[config.mk]
export PLATFORM = sky130hd
export DESIGN_NAME = eeprom_rw_top
export DESIGN_NICKNAME = d
export VERILOG_FILES = /design/src/eeprom_pkg.sv /design/src/i2c_cmd_if.sv /design/src/i2c_bit_engine.sv /design/src/eeprom_ctrl.sv /design/src/eeprom_rw_top.sv
export SDC_FILE = /design/constraint.sdc
export NUM_CORES = 1
export LEC_CHECK = 0
export BUFFER_PORTS_ARGS = -buffer_cell sky130_fd_sc_hd__clkbuf_2
export CORE_MARGIN = 5
export CORE_UTILIZATION = 45
export CTS_CLUSTER_DIAMETER = 150
export DETAILED_ROUTE_END_ITERATION = 7
export MAX_ROUTING_LAYER = met4
export SLEW_MARGIN = 20
export SYNTH_ARGS = -nofsm -noshare
export SYNTH_HDL_FRONTEND = slang
export SYNTH_SLANG_ARGS = --single-unit
[constraint.sdc]
create_clock -name clk -period 4.6 [get_ports clk]
set_input_delay 0.92 -clock clk [delete_from_list [all_inputs] [get_ports clk]]
set_output_delay 0.92 -clock clk [all_outputs]
set_load 0.05 [all_outputs]
[src/eeprom_pkg.sv]
package eeprom_pkg;

  // memory geometry of the 2 KB device
  localparam int addr_w    = 11;
  localparam int blk_w     = addr_w - 8;  // address bits carried in the control byte
  localparam int mem_bytes = 1 << addr_w;

  // device type code, upper nibble of every control byte
  localparam logic [3:0] dev_code_c = 4'b1010;

  // operations of the bit engine
  typedef enum logic [1:0] {
    cmd_start = 2'd0,  // repeated start if the bus is still held
    cmd_stop  = 2'd1,
    cmd_write = 2'd2,  // byte out, then sample ack
    cmd_read  = 2'd3   // byte in, then drive ack_out
  } bus_cmd_e;

  // Control byte as it goes over the wire.
  // raw is the view used while shifting; f is the view used to build and decode it.
  typedef union packed {
    logic [7:0] raw;
    struct packed {
      logic [3:0]       dev_code;
      logic [blk_w-1:0] block;  // addr[10:8]
      logic             rw;     // 1 = read
    } f;
  } ctrl_byte_u;

endpackage

[src/i2c_cmd_if.sv]
`timescale 1ns/1ps

interface i2c_cmd_if import eeprom_pkg::*; ();

  // sequencer to engine
  logic       cmd_valid;
  bus_cmd_e   cmd;
  logic [7:0] tx_byte;
  logic       ack_out;    // bit sent after a read byte, 1 = nack

  // engine to sequencer
  logic       cmd_ready;  // engine idle between primitives
  logic       done;       // one cycle at end of a primitive
  logic [7:0] rx_byte;
  logic       ack_in;     // sampled ack, 1 = nack

  modport seq (
    output cmd_valid, cmd, tx_byte, ack_out,
    input  cmd_ready, done, rx_byte, ack_in
  );

  modport engine (
    input  cmd_valid, cmd, tx_byte, ack_out,
    output cmd_ready, done, rx_byte, ack_in
  );

endinterface

[src/i2c_bit_engine.sv]
`timescale 1ns/1ps

module i2c_bit_engine import eeprom_pkg::*; #(
  parameter int clk_div = 4  // clk cycles per quarter scl period
) (
  input  logic      clk,
  input  logic      reset,
  i2c_cmd_if.engine cmd_port,
  output logic      scl,
  output logic      sda_pull_low,
  input  logic      sda_in
);

  localparam int div_w = $clog2(clk_div);
  localparam logic [div_w-1:0] div_last = div_w'(clk_div - 1);

  logic             busy;
  logic             held;      // bus owned between start and stop
  bus_cmd_e         op;
  bus_cmd_e         op_sel;
  logic [div_w-1:0] div_q;
  logic [1:0]       q;         // quarter within the bit
  logic [1:0]       q_nxt;
  logic [3:0]       bit_q;     // 0..7 data, 8 ack
  logic [3:0]       bit_nxt;
  logic [7:0]       sh;        // shift out msb first, shift in at lsb
  logic             ack_q;
  logic             done_q;
  logic             ack_in_q;
  logic             accept;
  logic             quarter_end;
  logic             last_quarter;
  logic             byte_op;
  logic             tx_bit;
  logic             scl_nxt;
  logic             pull_nxt;

  assign cmd_port.cmd_ready = !busy;
  assign cmd_port.done      = done_q;
  assign cmd_port.rx_byte   = sh;
  assign cmd_port.ack_in    = ack_in_q;

  assign accept       = cmd_port.cmd_valid && !busy;
  assign quarter_end  = busy && (div_q == div_last);
  assign byte_op      = (op == cmd_write) || (op == cmd_read);
  assign last_quarter = (q == 2'd3) && (!byte_op || bit_q == 4'd8);

  // position of the quarter about to begin
  // on acceptance the incoming command is not latched yet
  assign op_sel  = busy ? op : cmd_port.cmd;
  assign q_nxt   = busy ? q + 2'd1 : 2'd0;
  assign bit_nxt = !busy ? 4'd0 : (q == 2'd3) ? bit_q + 4'd1 : bit_q;
  assign tx_bit  = busy ? sh[7] : cmd_port.tx_byte[7];

  // line levels for the quarter about to begin
  always_comb begin
    scl_nxt  = scl;
    pull_nxt = sda_pull_low;
    case (op_sel)
      cmd_start: begin
        case (q_nxt)
          2'd0: begin
            scl_nxt  = !held;  // a held bus has scl low here
            pull_nxt = 1'b0;
          end
          2'd1: scl_nxt = 1'b1;
          2'd2: pull_nxt = 1'b1;  // sda falls with scl high
          default: scl_nxt = 1'b0;
        endcase
      end
      cmd_stop: begin
        case (q_nxt)
          2'd0: pull_nxt = 1'b1;
          2'd1: scl_nxt = 1'b1;
          2'd2: pull_nxt = 1'b0;  // sda rises with scl high
          default: scl_nxt = 1'b1;
        endcase
      end
      default: begin
        case (q_nxt)
          2'd0: begin
            scl_nxt = 1'b0;
            if (bit_nxt == 4'd8) begin
              pull_nxt = (op_sel == cmd_read) ? !ack_q : 1'b0;
            end else begin
              pull_nxt = (op_sel == cmd_write) ? !tx_bit : 1'b0;
            end
          end
          2'd1: scl_nxt = 1'b1;
          2'd2: scl_nxt = 1'b1;
          default: scl_nxt = 1'b0;
        endcase
      end
    endcase
  end

  always_ff @(posedge clk) begin
    if (reset) begin
      busy         <= 1'b0;
      held         <= 1'b0;
      op           <= cmd_start;
      div_q        <= '0;
      q            <= 2'd0;
      bit_q        <= 4'd0;
      scl          <= 1'b1;  // bus released
      sda_pull_low <= 1'b0;
      done_q       <= 1'b0;
    end else begin
      done_q <= 1'b0;
      if (accept || (quarter_end && !last_quarter)) begin
        scl          <= scl_nxt;
        sda_pull_low <= pull_nxt;
        q            <= q_nxt;
        bit_q        <= bit_nxt;
      end
      if (accept) begin
        busy  <= 1'b1;
        op    <= cmd_port.cmd;
        div_q <= '0;
      end else if (busy) begin
        div_q <= quarter_end ? '0 : div_q + div_w'(1);
        if (quarter_end && last_quarter) begin
          busy   <= 1'b0;
          done_q <= 1'b1;
          if (op == cmd_start) begin
            held <= 1'b1;
          end else if (op == cmd_stop) begin
            held <= 1'b0;
          end
        end
      end
    end
  end

  // data path, sampled in the middle of scl high
  always_ff @(posedge clk) begin
    if (accept) begin
      sh    <= cmd_port.tx_byte;
      ack_q <= cmd_port.ack_out;
    end else if (quarter_end && byte_op && q == 2'd1) begin
      if (bit_q != 4'd8) begin
        sh <= {sh[6:0], sda_in};
      end else if (op == cmd_write) begin
        ack_in_q <= sda_in;  // high means no device answered
      end
    end
  end

endmodule

[src/eeprom_ctrl.sv]
`timescale 1ns/1ps

module eeprom_ctrl import eeprom_pkg::*; (
  input  logic              clk,
  input  logic              reset,
  input  logic              req_valid,
  output logic              req_ready,
  input  logic              req_write,
  input  logic [addr_w-1:0] req_addr,
  input  logic [7:0]        req_wdata,
  output logic              rsp_valid,
  input  logic              rsp_ready,
  output logic [7:0]        rsp_rdata,
  output logic              rsp_nack,
  i2c_cmd_if.seq            cmd_port
);

  // one-hot main states
  localparam logic [9:0] st_idle    = 10'b00_0000_0001;
  localparam logic [9:0] st_wstart  = 10'b00_0000_0010;
  localparam logic [9:0] st_ctrl_w  = 10'b00_0000_0100;
  localparam logic [9:0] st_addr_w  = 10'b00_0000_1000;
  localparam logic [9:0] st_data_w  = 10'b00_0001_0000;
  localparam logic [9:0] st_rstart  = 10'b00_0010_0000;
  localparam logic [9:0] st_ctrl_r  = 10'b00_0100_0000;
  localparam logic [9:0] st_data_r  = 10'b00_1000_0000;
  localparam logic [9:0] st_stop    = 10'b01_0000_0000;
  localparam logic [9:0] st_resp    = 10'b10_0000_0000;

  logic [9:0]        state;
  logic              issued;     // command taken by the engine, waiting for done
  logic              cmd_state;
  logic              byte_sent;  // state ends in a byte write with ack check
  logic              write_q;
  logic [addr_w-1:0] addr_q;
  logic [7:0]        wdata_q;
  logic [7:0]        rdata_q;
  logic              nack_q;
  ctrl_byte_u        ctrl_b;

  assign req_ready = (state == st_idle);
  assign rsp_valid = (state == st_resp);
  assign rsp_rdata = rdata_q;
  assign rsp_nack  = nack_q;

  assign byte_sent          = state inside {st_ctrl_w, st_addr_w, st_data_w, st_ctrl_r};
  assign cmd_port.cmd_valid = cmd_state && !issued;
  assign cmd_port.ack_out   = 1'b1;  // single byte read, always ends in nack

  always_comb begin
    ctrl_b.f.dev_code = dev_code_c;
    ctrl_b.f.block    = addr_q[addr_w-1:8];
    ctrl_b.f.rw       = (state == st_ctrl_r);
  end

  // one engine command per state
  always_comb begin
    cmd_state        = 1'b1;
    cmd_port.cmd     = cmd_write;
    cmd_port.tx_byte = ctrl_b.raw;
    case (state)
      st_wstart, st_rstart: cmd_port.cmd = cmd_start;
      st_addr_w: cmd_port.tx_byte = addr_q[7:0];
      st_data_w: cmd_port.tx_byte = wdata_q;
      st_data_r: cmd_port.cmd = cmd_read;
      st_stop: cmd_port.cmd = cmd_stop;
      st_ctrl_w, st_ctrl_r: cmd_port.tx_byte = ctrl_b.raw;
      default: cmd_state = 1'b0;  // idle, respond
    endcase
  end

  always_ff @(posedge clk) begin
    if (reset) begin
      state  <= st_idle;
      issued <= 1'b0;
    end else begin
      if (cmd_port.cmd_valid && cmd_port.cmd_ready) begin
        issued <= 1'b1;
      end else if (cmd_port.done) begin
        issued <= 1'b0;
      end
      case (state)
        st_idle: if (req_valid) state <= st_wstart;
        st_wstart: if (cmd_port.done) state <= st_ctrl_w;
        st_ctrl_w: if (cmd_port.done) state <= cmd_port.ack_in ? st_stop : st_addr_w;
        st_addr_w: begin
          if (cmd_port.done) begin
            if (cmd_port.ack_in) begin
              state <= st_stop;
            end else begin
              state <= write_q ? st_data_w : st_rstart;  // random read goes on
            end
          end
        end
        st_data_w: if (cmd_port.done) state <= st_stop;
        st_rstart: if (cmd_port.done) state <= st_ctrl_r;
        st_ctrl_r: if (cmd_port.done) state <= cmd_port.ack_in ? st_stop : st_data_r;
        st_data_r: if (cmd_port.done) state <= st_stop;
        st_stop: if (cmd_port.done) state <= st_resp;
        st_resp: if (rsp_ready) state <= st_idle;
        default: state <= st_idle;
      endcase
    end
  end

  // request latch and response data
  always_ff @(posedge clk) begin
    if (req_valid && req_ready) begin
      write_q <= req_write;
      addr_q  <= req_addr;
      wdata_q <= req_wdata;
      rdata_q <= 8'h00;
      nack_q  <= 1'b0;
    end else if (cmd_port.done) begin
      if (byte_sent && cmd_port.ack_in) nack_q <= 1'b1;
      if (state == st_data_r) rdata_q <= cmd_port.rx_byte;
    end
  end

endmodule

[src/eeprom_rw_top.sv]
`timescale 1ns/1ps

module eeprom_rw_top import eeprom_pkg::*; #(
  parameter int clk_div = 4
) (
  input  logic              clk,
  input  logic              reset,
  // host request
  input  logic              req_valid,
  output logic              req_ready,
  input  logic              req_write,
  input  logic [addr_w-1:0] req_addr,
  input  logic [7:0]        req_wdata,
  // host response
  output logic              rsp_valid,
  input  logic              rsp_ready,
  output logic [7:0]        rsp_rdata,
  output logic              rsp_nack,
  // two-wire bus, open drain
  output logic              scl,
  output logic              sda_pull_low,
  input  logic              sda_in
);

  i2c_cmd_if cmd_bus ();

  eeprom_ctrl ctrl_i (
    .clk       (clk),
    .reset     (reset),
    .req_valid (req_valid),
    .req_ready (req_ready),
    .req_write (req_write),
    .req_addr  (req_addr),
    .req_wdata (req_wdata),
    .rsp_valid (rsp_valid),
    .rsp_ready (rsp_ready),
    .rsp_rdata (rsp_rdata),
    .rsp_nack  (rsp_nack),
    .cmd_port  (cmd_bus.seq)
  );

  i2c_bit_engine #(
    .clk_div (clk_div)
  ) engine_i (
    .clk          (clk),
    .reset        (reset),
    .cmd_port     (cmd_bus.engine),
    .scl          (scl),
    .sda_pull_low (sda_pull_low),
    .sda_in       (sda_in)
  );

endmodule

==> results_dict.tcl, run 1 <==
set metrics [dict create \
    outcome "finished, final reports clean" \
    dp.final_hpwl_um 4540 \
    synth_seq_area_share_pct 51.2 \
    worstReg2RegEnd "engine_i.cmd_port.rx_byte[0]" \
    design.final.nets 361 \
    power.ir.vdd_worst_uv 241 \
    final.setup.tns_ps 0 \
    viasPerCell 5.52 \
    tritoncts.num_buffers 9 \
    clk_path_buf_depth 2 \
    clock.fmax_ghz 0.309 \
    yosys-top-cells-area "sky130_fd_sc_hd__edfxtp_1 (28%), sky130_fd_sc_hd__dfxtp_1 (23%), sky130_fd_sc_hd__mux2i_1 (4.9%), sky130_fd_sc_hd__nor2_1 (4.3%), sky130_fd_sc_hd__nand2_1 (3.7%)" \
    worst_r2r_startpoint "ctrl_i.state[0]" \
    die_w_um 92.6 \
    hold_path.class "reg2reg" \
    synth.yosys.warnings 0 \
    totalWireLength_um 6390 \
    cts_hold_repair.buffers 0 \
    crit_required_ps 3680 \
    clk_latency_worst_skew_pair_ps 340 \
    power.density_nw_per_um2 490 \
    coreArea_um2 6720 \
    timing.critical_path.from_type "register" \
    async_reset_ff_share_pct 0 \
    timing.hold.worst_endpoint "engine_i.scl" \
    synth_largest_area_cell "sky130_fd_sc_hd__edfxtp_1" \
    min_period_over_period_pct 70.4 \
    clockRootBuffer "sky130_fd_sc_hd__clkbuf_8" \
    synthMuxAreaShare_pct 4.89 \
    reg2reg_depth 5 \
    grt_antenna_before_repair 0 \
    synth.lib_cells_used.distinct 52 \
    fp.dieH_um 92.6 \
    placedCellCount 400 \
    worst_setup_startpoint "ctrl_i.state[4]" \
    multi_input_area_um2 1370 \
    htreeDepth 3 \
    synth_seq_cells 64 \
    globalplace.congestion 0.879 \
    yosys_most_used_dff "sky130_fd_sc_hd__dfxtp_1" \
    largest_net_degree_at_the_start_of_global_routing 28 \
    layout_overhead_on_the_synthesized_area_pct 13.9 \
    grt_overflow_total 0 \
    timing.clock.skew_ps 10.0 \
    initial_core_util_pct 45.7 \
    synthesis.nets 330 \
    pin_count 38 \
    overall_via_count_from_detail_route 2298 \
    max-slew-margin-rel_pct 31.6 \
    drive_gt1_share_pct 18.5 \
    grt-busiest-layer "met2" \
    synth_area_per_cell_um2 10.2 \
    path_max_fanout 9 \
    grt_pass1_wl_um 10700 \
    synth_xor_area_share_pct 2.00 \
    synth_compound_area_share_pct 15.5 \
    groute.layer.met1.usage_pct 22.5 \
    setup.reg_to_reg.worst_slack_ps 1650 \
    cts.sinks 64 \
    cts_tree "built" \
    postRouteAntennaNets 0 \
    die_area_um2 8570 \
    sequential_cell_area_um2 1570 \
    postSynthCellCount 300 \
    cts_resized 0 \
    syn-cell-area_um2 3070 \
    final-hold-violation-count 0 \
    layoutNonFillerInstCount 416 \
    first_global_vias 2183 \
    place.port_buffers 37 \
    route.detailed.wl_per_inst_um 15.4 \
    path_class "reg2out" \
    grt_setup_unrepaired "no" \
    total_leakage_power_nw 1.37 \
    min_delay_path_depth 2 \
    critical_path_arrival_ps 2320 \
    post_cts.repair.setup_buffers 0 \
    final-setup-viol-count 0 \
    max_cap_viol_count 0 \
    path_clk_slew_ps 70 \
    synth_edf_count 29 \
    grt.total_usage_pct 16.4 \
    synth_top_family_by_area "simple AND/OR/NAND/NOR gates" \
    synth_top_area_share_pct 28.4 \
    hold_path.startpoint "engine_i.scl" \
    synth_commonest_cells "sky130_fd_sc_hd__dfxtp_1 (35), sky130_fd_sc_hd__nor2_1 (35), sky130_fd_sc_hd__nand2_1 (30)" \
    finalCriticalPeriod_ps 3240 \
    drt_first_iter_violations 127 \
    number_of_pins_with_negative_max_slew_slack_in_the_final_report 0 \
    grtUsageMet2_pct 23.8 \
    fp-row-count 30 \
    worst-slew-pin-transition_ps 1030 \
    antennaDiodeCount 0 \
    globalRouteMet3Util_pct 4.06 \
    synthAdderAreaFrac_pct 2.04 \
    critical_path.endpoint_type "output pin" \
    drtPass1Iterations 5 \
    drcViolationCount 0 \
    synth_simple_gate_area_share_pct 20.2 \
    layout.filler_cells 623 \
]
## critical path: stages (launching register included)
cell	delay, ps
sky130_fd_sc_hd__dfxtp_1	400
sky130_fd_sc_hd__nor4_2	600
sky130_fd_sc_hd__nand3_1	270
sky130_fd_sc_hd__nor3b_1	360
sky130_fd_sc_hd__clkbuf_2	340
## worst max-delay path by stage
stage | slack [ps] | to | cells past startpoint
floorplan | 840 | ctrl_i.addr_q[0] | 6
global placement | 1740 | engine_i.cmd_port.rx_byte[4] | 5
detailed placement | 1580 | engine_i.cmd_port.rx_byte[0] | 5
CTS | 1350 | req_ready | 4
global route | 1240 | req_ready | 4
finish | 1360 | req_ready | 4
## final cells by class
class                      count  area share (%)
clock buffer                   9            3.54
clock inverter                 7            2.94
inverter                       8           0.859
multi-input combinational    210            39.3
sequential                    64            45.0
tap                           80            2.86
timing repair buffer          38            5.51
## metal layers
| metal | vias up | wire, µm |
|---|---|---|
| li1 | 1173 | - |
| met1 | 1072 | 3270 |
| met2 | 47 | 2770 |
| met3 | 6 | 275 |
| met4 | 0 | 69 |
| met5 | - | 0 |
## kinds of logic (layout without fill, tap and decap cells)
logic type | count (synthesis) | after routing
buffers and inverters | 26 | 62
DFF | 64 | 64
and+or+nand+nor | 117 | 117
xor gates and xnor gates | 7 | 7
muxes | 15 | 15
adders and majority gates | 5 | 5
AOI/OAI and AO/OA | 66 | 66
## registers in the layout (all words and copies together), names as in the netlist, 2 cells and up
signal	count
engine_i.bit_q	4
engine_i.cmd_port.rx_byte	8
engine_i.div_q	2
ctrl_i.addr_q	11
ctrl_i.rsp_rdata	8
engine_i.op	2
ctrl_i.wdata_q	8
engine_i.q	2
ctrl_i.state	10
## cell usage in the layout, fill, tap and decap left out, types with 4 or more instances in the layout
cell	instances
sky130_fd_sc_hd__a211oi_1	6
sky130_fd_sc_hd__a21oi_1	15
sky130_fd_sc_hd__a31oi_1	8
sky130_fd_sc_hd__and4b_1	4
sky130_fd_sc_hd__clkbuf_2	37
sky130_fd_sc_hd__clkbuf_8	9
sky130_fd_sc_hd__dfxtp_1	35
sky130_fd_sc_hd__edfxtp_1	29
sky130_fd_sc_hd__ha_1	5
sky130_fd_sc_hd__inv_1	8
sky130_fd_sc_hd__mux2i_1	15
sky130_fd_sc_hd__nand2_1	30
sky130_fd_sc_hd__nor2_1	35
sky130_fd_sc_hd__nor2b_1	6
sky130_fd_sc_hd__nor3_1	8
sky130_fd_sc_hd__nor3b_1	4
sky130_fd_sc_hd__o21ai_0	12
sky130_fd_sc_hd__xor2_1	4
## where the power goes
| part | total (mW) | internal (mW) | leakage, nW | switching, mW |
|---|---|---|---|---|
| Sequential | 0.785 | 0.716 | 0.553 | 0.0695 |
| Clock | 0.550 | 0.311 | 0.110 | 0.240 |
| Combinational | 0.376 | 0.122 | 0.708 | 0.255 |
| Total | 1.71 | 1.15 | 1.37 | 0.564 |
## through the flow
step	hold slack, ps	utilization [%]	power [mW]	worst slack [ps]	cell area [µm²]
floorplan	449	-	1.08	839	3070
global placement	461	48.6	1.17	1740	3260
detailed placement	479	48.6	1.18	1580	3260
CTS	498	51.9	1.72	1350	3490
global route	525	52.0	1.81	1240	3490
finish	488	52.0	1.71	1360	3490
(Power assumes the default switching activity.)
==> inputs of run 2 (changes only) <==
ABC_AREA = 1   (was default)
PLACE_DENSITY = 0.67   (was default)
clock period = 2.97 ns   (was 4.6 ns; I/O delays follow)
==> run 2 against run 1 <==
  * Combinational power grew to 3.7 times the previous value
  * Cell count grew 26%
  * Clock skew fell by 1.9 ps
  * Worst setup slack worse by 730 ps
  * First-iteration DRC count increased by 35%
  * Synthesized cell count up 26%
  * Area after synthesis rose by 6.7%
  * Critical path type unchanged
==> results_dict.tcl, run 2 <==
set metrics [dict create \
    power.density_nw_per_um2 958 \
    final-hold-violation-count 0 \
    die_area_um2 9080 \
    htreeDepth 3 \
    synth_edf_count 29 \
    timing.critical_path.from_type "register" \
    cts_resized 0 \
    viasPerCell 5.16 \
    grt.total_usage_pct 18.4 \
    layout.cells.most_common "sky130_fd_sc_hd__nand2_1" \
    cts.sinks 64 \
    design.final.nets 452 \
    place.port_buffers 37 \
    power.clock.fraction_pct 23.1 \
    finalCriticalPeriod_ps 2340 \
    synth_top_area_share_pct 26.6 \
    sequential_cell_area_um2 1570 \
    grt_overflow_total 0 \
    power.ir.vdd_worst_uv 435 \
    min_period_over_period_pct 78.8 \
    clk_latency_worst_skew_pair_ps 340 \
    largest_net_degree_at_the_start_of_global_routing 23 \
    drcViolationCount 0 \
    initial_core_util_pct 45.6 \
    p_sw_share_pct 41.3 \
    multi_input_area_um2 1500 \
    outcome "finished, final reports clean" \
    route.detailed.wl_per_inst_um 14.0 \
    yosys_most_used_dff "sky130_fd_sc_hd__dfxtp_1" \
    pin_count 38 \
    detailedPlace.worstSlack_ps 981 \
    synth_seq_area_share_pct 48.0 \
    path_class "reg2out" \
    antennaDiodeCount 0 \
    grt_setup_unrepaired "no" \
    crit_required_ps 2380 \
    layout_overhead_on_the_synthesized_area_pct 15.5 \
    synth_largest_area_cell "sky130_fd_sc_hd__edfxtp_1" \
    die_w_um 95.3 \
    async_reset_ff_share_pct 0 \
    switching_power_mw 1.50 \
    final-setup-viol-count 0 \
    total_leakage_power_nw 1.62 \
    clk_path_buf_depth 2 \
    critical_path_arrival_ps 1740 \
    globalplace.congestion 0.905 \
    fp.dieH_um 95.3 \
    drt_first_iter_violations 172 \
    final_cell_mix "sky130_fd_sc_hd__nand2_1 (71), sky130_fd_sc_hd__inv_1 (40), sky130_fd_sc_hd__clkbuf_2 (37)" \
    timing.clock.skew_ps 8.13 \
    grt_antenna_before_repair 0 \
    fp-row-count 31 \
    yosys-top-cells-area "sky130_fd_sc_hd__edfxtp_1 (27%), sky130_fd_sc_hd__dfxtp_1 (21%), sky130_fd_sc_hd__nand2_1 (8.1%), sky130_fd_sc_hd__a21oi_1 (4.6%), sky130_fd_sc_hd__inv_1 (4.6%)" \
    number_of_pins_with_negative_max_slew_slack_in_the_final_report 0 \
    syn-cell-area_um2 3270 \
    drive_gt1_share_pct 23.9 \
    timing.final.ws_setup_ps 631 \
    synthesis.nets 409 \
    first_global_vias 2619 \
    final.setup.tns_ps 0 \
    postSynthCellCount 379 \
    tritoncts.num_buffers 9 \
    post_cts.repair.setup_buffers 0 \
    path_max_fanout 7 \
    grt_pass1_wl_um 12500 \
    power.share.sequential_pct 38.3 \
    synth_most_common_cell "sky130_fd_sc_hd__nand2_1" \
    max_flop_register "ctrl_i.addr_q" \
    cts_tree "built" \
    dp.final_hpwl_um 5510 \
    largest_registers "ctrl_i.addr_q: 11 flops, ctrl_i.state: 10 flops" \
    coreArea_um2 7180 \
    clockRootBuffer "sky130_fd_sc_hd__clkbuf_8" \
    total_internal_power_mw 2.13 \
    largest_register_ffs 11 \
    max-slew-margin-rel_pct 58.7 \
    postRouteAntennaNets 0 \
    max_cap_viol_count 0 \
    synth.lib_cells_used.distinct 38 \
    totalWireLength_um 7340 \
    hold_path.class "in2reg" \
    path_clk_slew_ps 70 \
    synth_commonest_cells "sky130_fd_sc_hd__nand2_1 (71), sky130_fd_sc_hd__inv_1 (40), sky130_fd_sc_hd__nor2_1 (36)" \
    critical_path.endpoint_type "output pin" \
    comb_power_share_pct 38.7 \
    clock.fmax_ghz 0.428 \
    synth.yosys.warnings 0 \
    worst-slew-pin-transition_ps 619 \
    synth_seq_cells 64 \
    cts_hold_repair.buffers 0 \
    layout.filler_cells 684 \
    overall_via_count_from_detail_route 2715 \
    drtPass1Iterations 4 \
    synth_area_per_cell_um2 8.64 \
]
==> run 2: changes by cell type after synthesis, moves of 10 or more <==
cell	change
sky130_fd_sc_hd__a21oi_1	+15
sky130_fd_sc_hd__inv_1	+32
sky130_fd_sc_hd__mux2i_1	-15
sky130_fd_sc_hd__nand3_1	+25
sky130_fd_sc_hd__nand2_4	+10
sky130_fd_sc_hd__nand4_1	+13
sky130_fd_sc_hd__nand2_1	+41
==> run 2: layer usage <==
| metal | wire, µm | vias up | GRT usage (%) |
|---|---|---|---|
| met5 | 0 | - | - |
| met4 | 78 | 0 | 5.05 |
| met3 | 390 | 8 | 4.74 |
| met2 | 3180 | 82 | 27.1 |
| met1 | 3690 | 1249 | 25.2 |
| li1 | - | 1376 | - |
==> run 2: power by group through the flow <==
stage / Clock [mW] / Sequential (mW) / Combinational, mW
after detailed placement: 0 / 1.40 / 1.39
final: 0.836 / 1.39 / 1.40
after global routing: 0.897 / 1.41 / 1.56
after global placement: 0 / 1.39 / 1.38
after floorplan: 0 / 1.38 / 1.09
after CTS: 0.850 / 1.38 / 1.40
==> run 2: worst paths after layout <==
| kind | startpoint | to | slack (ps) | cells past startpoint |
|---|---|---|---|---|
| max reg2reg | ctrl_i.state[2] | engine_i.sda_pull_low | 990 | 14 |
| max | ctrl_i.state[8] | req_ready | 630 | 4 |
| min | req_addr[1] | ctrl_i.addr_q[1] | 430 | 1 |
| min reg2reg | ctrl_i.rsp_rdata[0] | ctrl_i.rsp_rdata[0] | 460 | 2 |
==> run 2: cell type report <==
cell class / instances / area share [%]
flip-flops and latches: 64 / 41.6
multi-input cells: 264 / 39.6
clock inverters: 5 / 2.12
well taps: 99 / 3.28
inverters: 44 / 4.37
clock buffers: 11 / 3.74
repair buffers: 39 / 5.29
==> run 2: logic make-up after synthesis <==
group | count (synthesis) | share of synthesized area [%]
and+or+nand+nor | 195 | 31.6
DFF | 64 | 48.0
AOI/OAI and AO/OA | 61 | 11.0
buffers and inverters | 51 | 6.23
adders and majority gates | 5 | 1.91
muxes | 3 | 1.26
==> run 2: metrics by stage <==
stage	cell area, µm²	hold slack (ps)	instances	power (mW)	utilization [%]
after floorplan	3270	425	379	2.47	-
after global placement	3560	442	510	2.77	49.6
after detailed placement	3560	451	510	2.79	49.6
after CTS	3780	416	526	3.63	52.7
after global routing	3780	408	526	3.87	52.7
final	3780	427	526	3.62	52.7
==> run 2: critical path: stages (launching register included) <==
cell	delay [ps]
sky130_fd_sc_hd__dfxtp_1	360
sky130_fd_sc_hd__nor2_2	310
sky130_fd_sc_hd__nand4_1	340
sky130_fd_sc_hd__inv_1	120
sky130_fd_sc_hd__clkbuf_2	280
==> inputs of run 3 (changes only) <==
PLACE_DENSITY = default   (was 0.67)
clock period = 2.45 ns   (was 2.97 ns; I/O delays follow)
==> run 3 against run 2 <==
  * Sequential share of layout area increased by 0.12 points
  * Power increased by 20%
  * Cell count increased by 0.38%
  * Sequential power increased by 20%
  * Worst hold slack got worse by 100 ps
  * Via count decreased by 1.1%
  * Largest power group unchanged
  * Flip-flop and latch count unchanged
  * Count of clock-buffer cells in the layout decreased by 2
  * Clock power increased by 7.8%
  * Largest cell class unchanged
==> results_dict.tcl, run 3 (synthesized netlist as in run 2, its figures left out) <==
set metrics [dict create \
    post_cts.repair.setup_buffers 0 \
    reg2reg_depth 9 \
    power.ir.vdd_worst_uv 476 \
    layout_overhead_on_the_synthesized_area_pct 15.1 \
    final-hold-violation-count 0 \
    postRouteAntennaNets 0 \
    final.setup.tns_ps 0 \
    largest_net_degree_at_the_start_of_global_routing 23 \
    grt.total_usage_pct 18.1 \
    post_route_standard_cell_area_excluding_fillers_um2 3770 \
    fp.dieH_um 95.3 \
    drt_first_iter_violations 207 \
    die_w_um 95.3 \
    fp-row-count 31 \
    cp_slowest_stage_delay_ps 340 \
    worst_hold_margin_ps 325 \
    finalCriticalPeriod_ps 2250 \
    coreArea_um2 7180 \
    number_of_pins_with_negative_max_slew_slack_in_the_final_report 0 \
    max_cap_viol_count 0 \
    globalplace.congestion 0.884 \
    largest_registers "ctrl_i.addr_q: 11 flops, ctrl_i.state: 10 flops" \
    path_class "reg2out" \
    viasPerCell 5.08 \
    drcViolationCount 0 \
    clk_latency_worst_skew_pair_ps 340 \
    grt_pass1_wl_um 12000 \
    timing.final.ws_setup_ps 201 \
    drive_gt1_share_pct 24.0 \
    crit_required_ps 1960 \
    place.port_buffers 37 \
    cts_resized 0 \
    cts_hold_repair.buffers 0 \
    layout.cells.most_common "sky130_fd_sc_hd__nand2_1" \
    die_area_um2 9080 \
    cts_tree "built" \
    power.density_nw_per_um2 1150 \
    postPlaceCellArea_um2 3560 \
    worst_r2r_startpoint "ctrl_i.state[1]" \
    utilization_pct 52.5 \
    initial_core_util_pct 45.6 \
    clk_path_buf_depth 2 \
    largest_register_ffs 11 \
    tritoncts.num_buffers 9 \
    design.final.nets 454 \
    final_cell_mix "sky130_fd_sc_hd__nand2_1 (71), sky130_fd_sc_hd__inv_1 (40), sky130_fd_sc_hd__clkbuf_2 (37)" \
    total_leakage_power_nw 1.62 \
    min_period_over_period_pct 91.8 \
    critical_path.endpoint_type "output pin" \
    worst-slew-pin-transition_ps 1040 \
    min_delay_path_depth 1 \
    antennaDiodeCount 0 \
    first_global_vias 2462 \
    overall_via_count_from_detail_route 2684 \
    hold_path.class "in2reg" \
    htreeDepth 3 \
    clockRootBuffer "sky130_fd_sc_hd__clkbuf_8" \
    worstReg2RegEnd "engine_i.cmd_port.rx_byte[2]" \
    grt_antenna_before_repair 0 \
    setup.reg_to_reg.worst_slack_ps 270 \
    timing.critical_path.from_type "register" \
    timing.clock.skew_ps 12.3 \
    hold_path.startpoint "req_addr[6]" \
    path_max_fanout 6 \
    critical_path.slowest_cell "sky130_fd_sc_hd__dfxtp_1" \
    path_clk_slew_ps 80 \
    worst_setup_startpoint "ctrl_i.state[6]" \
    timing.hold.worst_endpoint "ctrl_i.addr_q[6]" \
    totalWireLength_um 7320 \
    route.detailed.wl_per_inst_um 13.9 \
    grt_setup_unrepaired "no" \
    path_cells "nor2_2 -> nand2_4 -> inv_2 -> nand4_1 -> inv_1 -> clkbuf_2" \
    cts.sinks 64 \
    detailedPlace.worstSlack_ps 288 \
    max-slew-margin-rel_pct 29.8 \
    max_flop_register "ctrl_i.addr_q" \
    dp.final_hpwl_um 5510 \
    critical_path_arrival_ps 1760 \
    outcome "finished, final reports clean" \
    clock.fmax_ghz 0.445 \
    final-setup-viol-count 0 \
    grt_overflow_total 0 \
    pin_count 38 \
    drtPass1Iterations 5 \
]
## run 3: routing by layer
| metal | wire length (µm) | GRT usage, % |
|---|---|---|
| met1 | 3710 | 24.4 |
| met4 | 110 | 6.37 |
| met2 | 3130 | 26.5 |
| met5 | 0 | - |
| met3 | 376 | 4.34 |
## run 3: critical path, delay by kind of cell, from the launching register on
family	cells	cell delay, ps
flip-flops	1	340
buffers and inverters	3	520
AND/OR/NAND/NOR	3	560
## run 3: area by class of cell
cell class / instances / area [µm²]
Fill cell: 689 / 3410
Sequential cell: 64 / 1570
Multi-Input combinational cell: 264 / 1500
Timing Repair Buffer: 41 / 215
Inverter: 44 / 165
Clock buffer: 9 / 124
Tap cell: 99 / 124
Clock inverter: 7 / 71.3
## run 3: worst max path at each step
stage / to / depth (start not counted) / slack, ps
after floorplan: ctrl_i.state[8] / 8 / 120
after global placement: engine_i.cmd_port.rx_byte[2] / 9 / 330
after detailed placement: engine_i.cmd_port.rx_byte[2] / 9 / 290
after CTS: req_ready / 6 / 90
after global routing: req_ready / 6 / 110
final: req_ready / 6 / 200
## run 3: power by group
part	switching (mW)	internal [mW]	leakage (nW)
registers	0.189	1.48	0.553
clock network	0.431	0.470	0.0949
logic	1.22	0.550	0.975
total	1.84	2.50	1.62
## run 3: per-stage QoR
step | total power, mW | std cells
floorplan | 3.00 | 379
global placement | 3.38 | 510
detailed placement | 3.40 | 510
CTS | 4.31 | 526
global route | 4.65 | 528
finish | 4.34 | 528
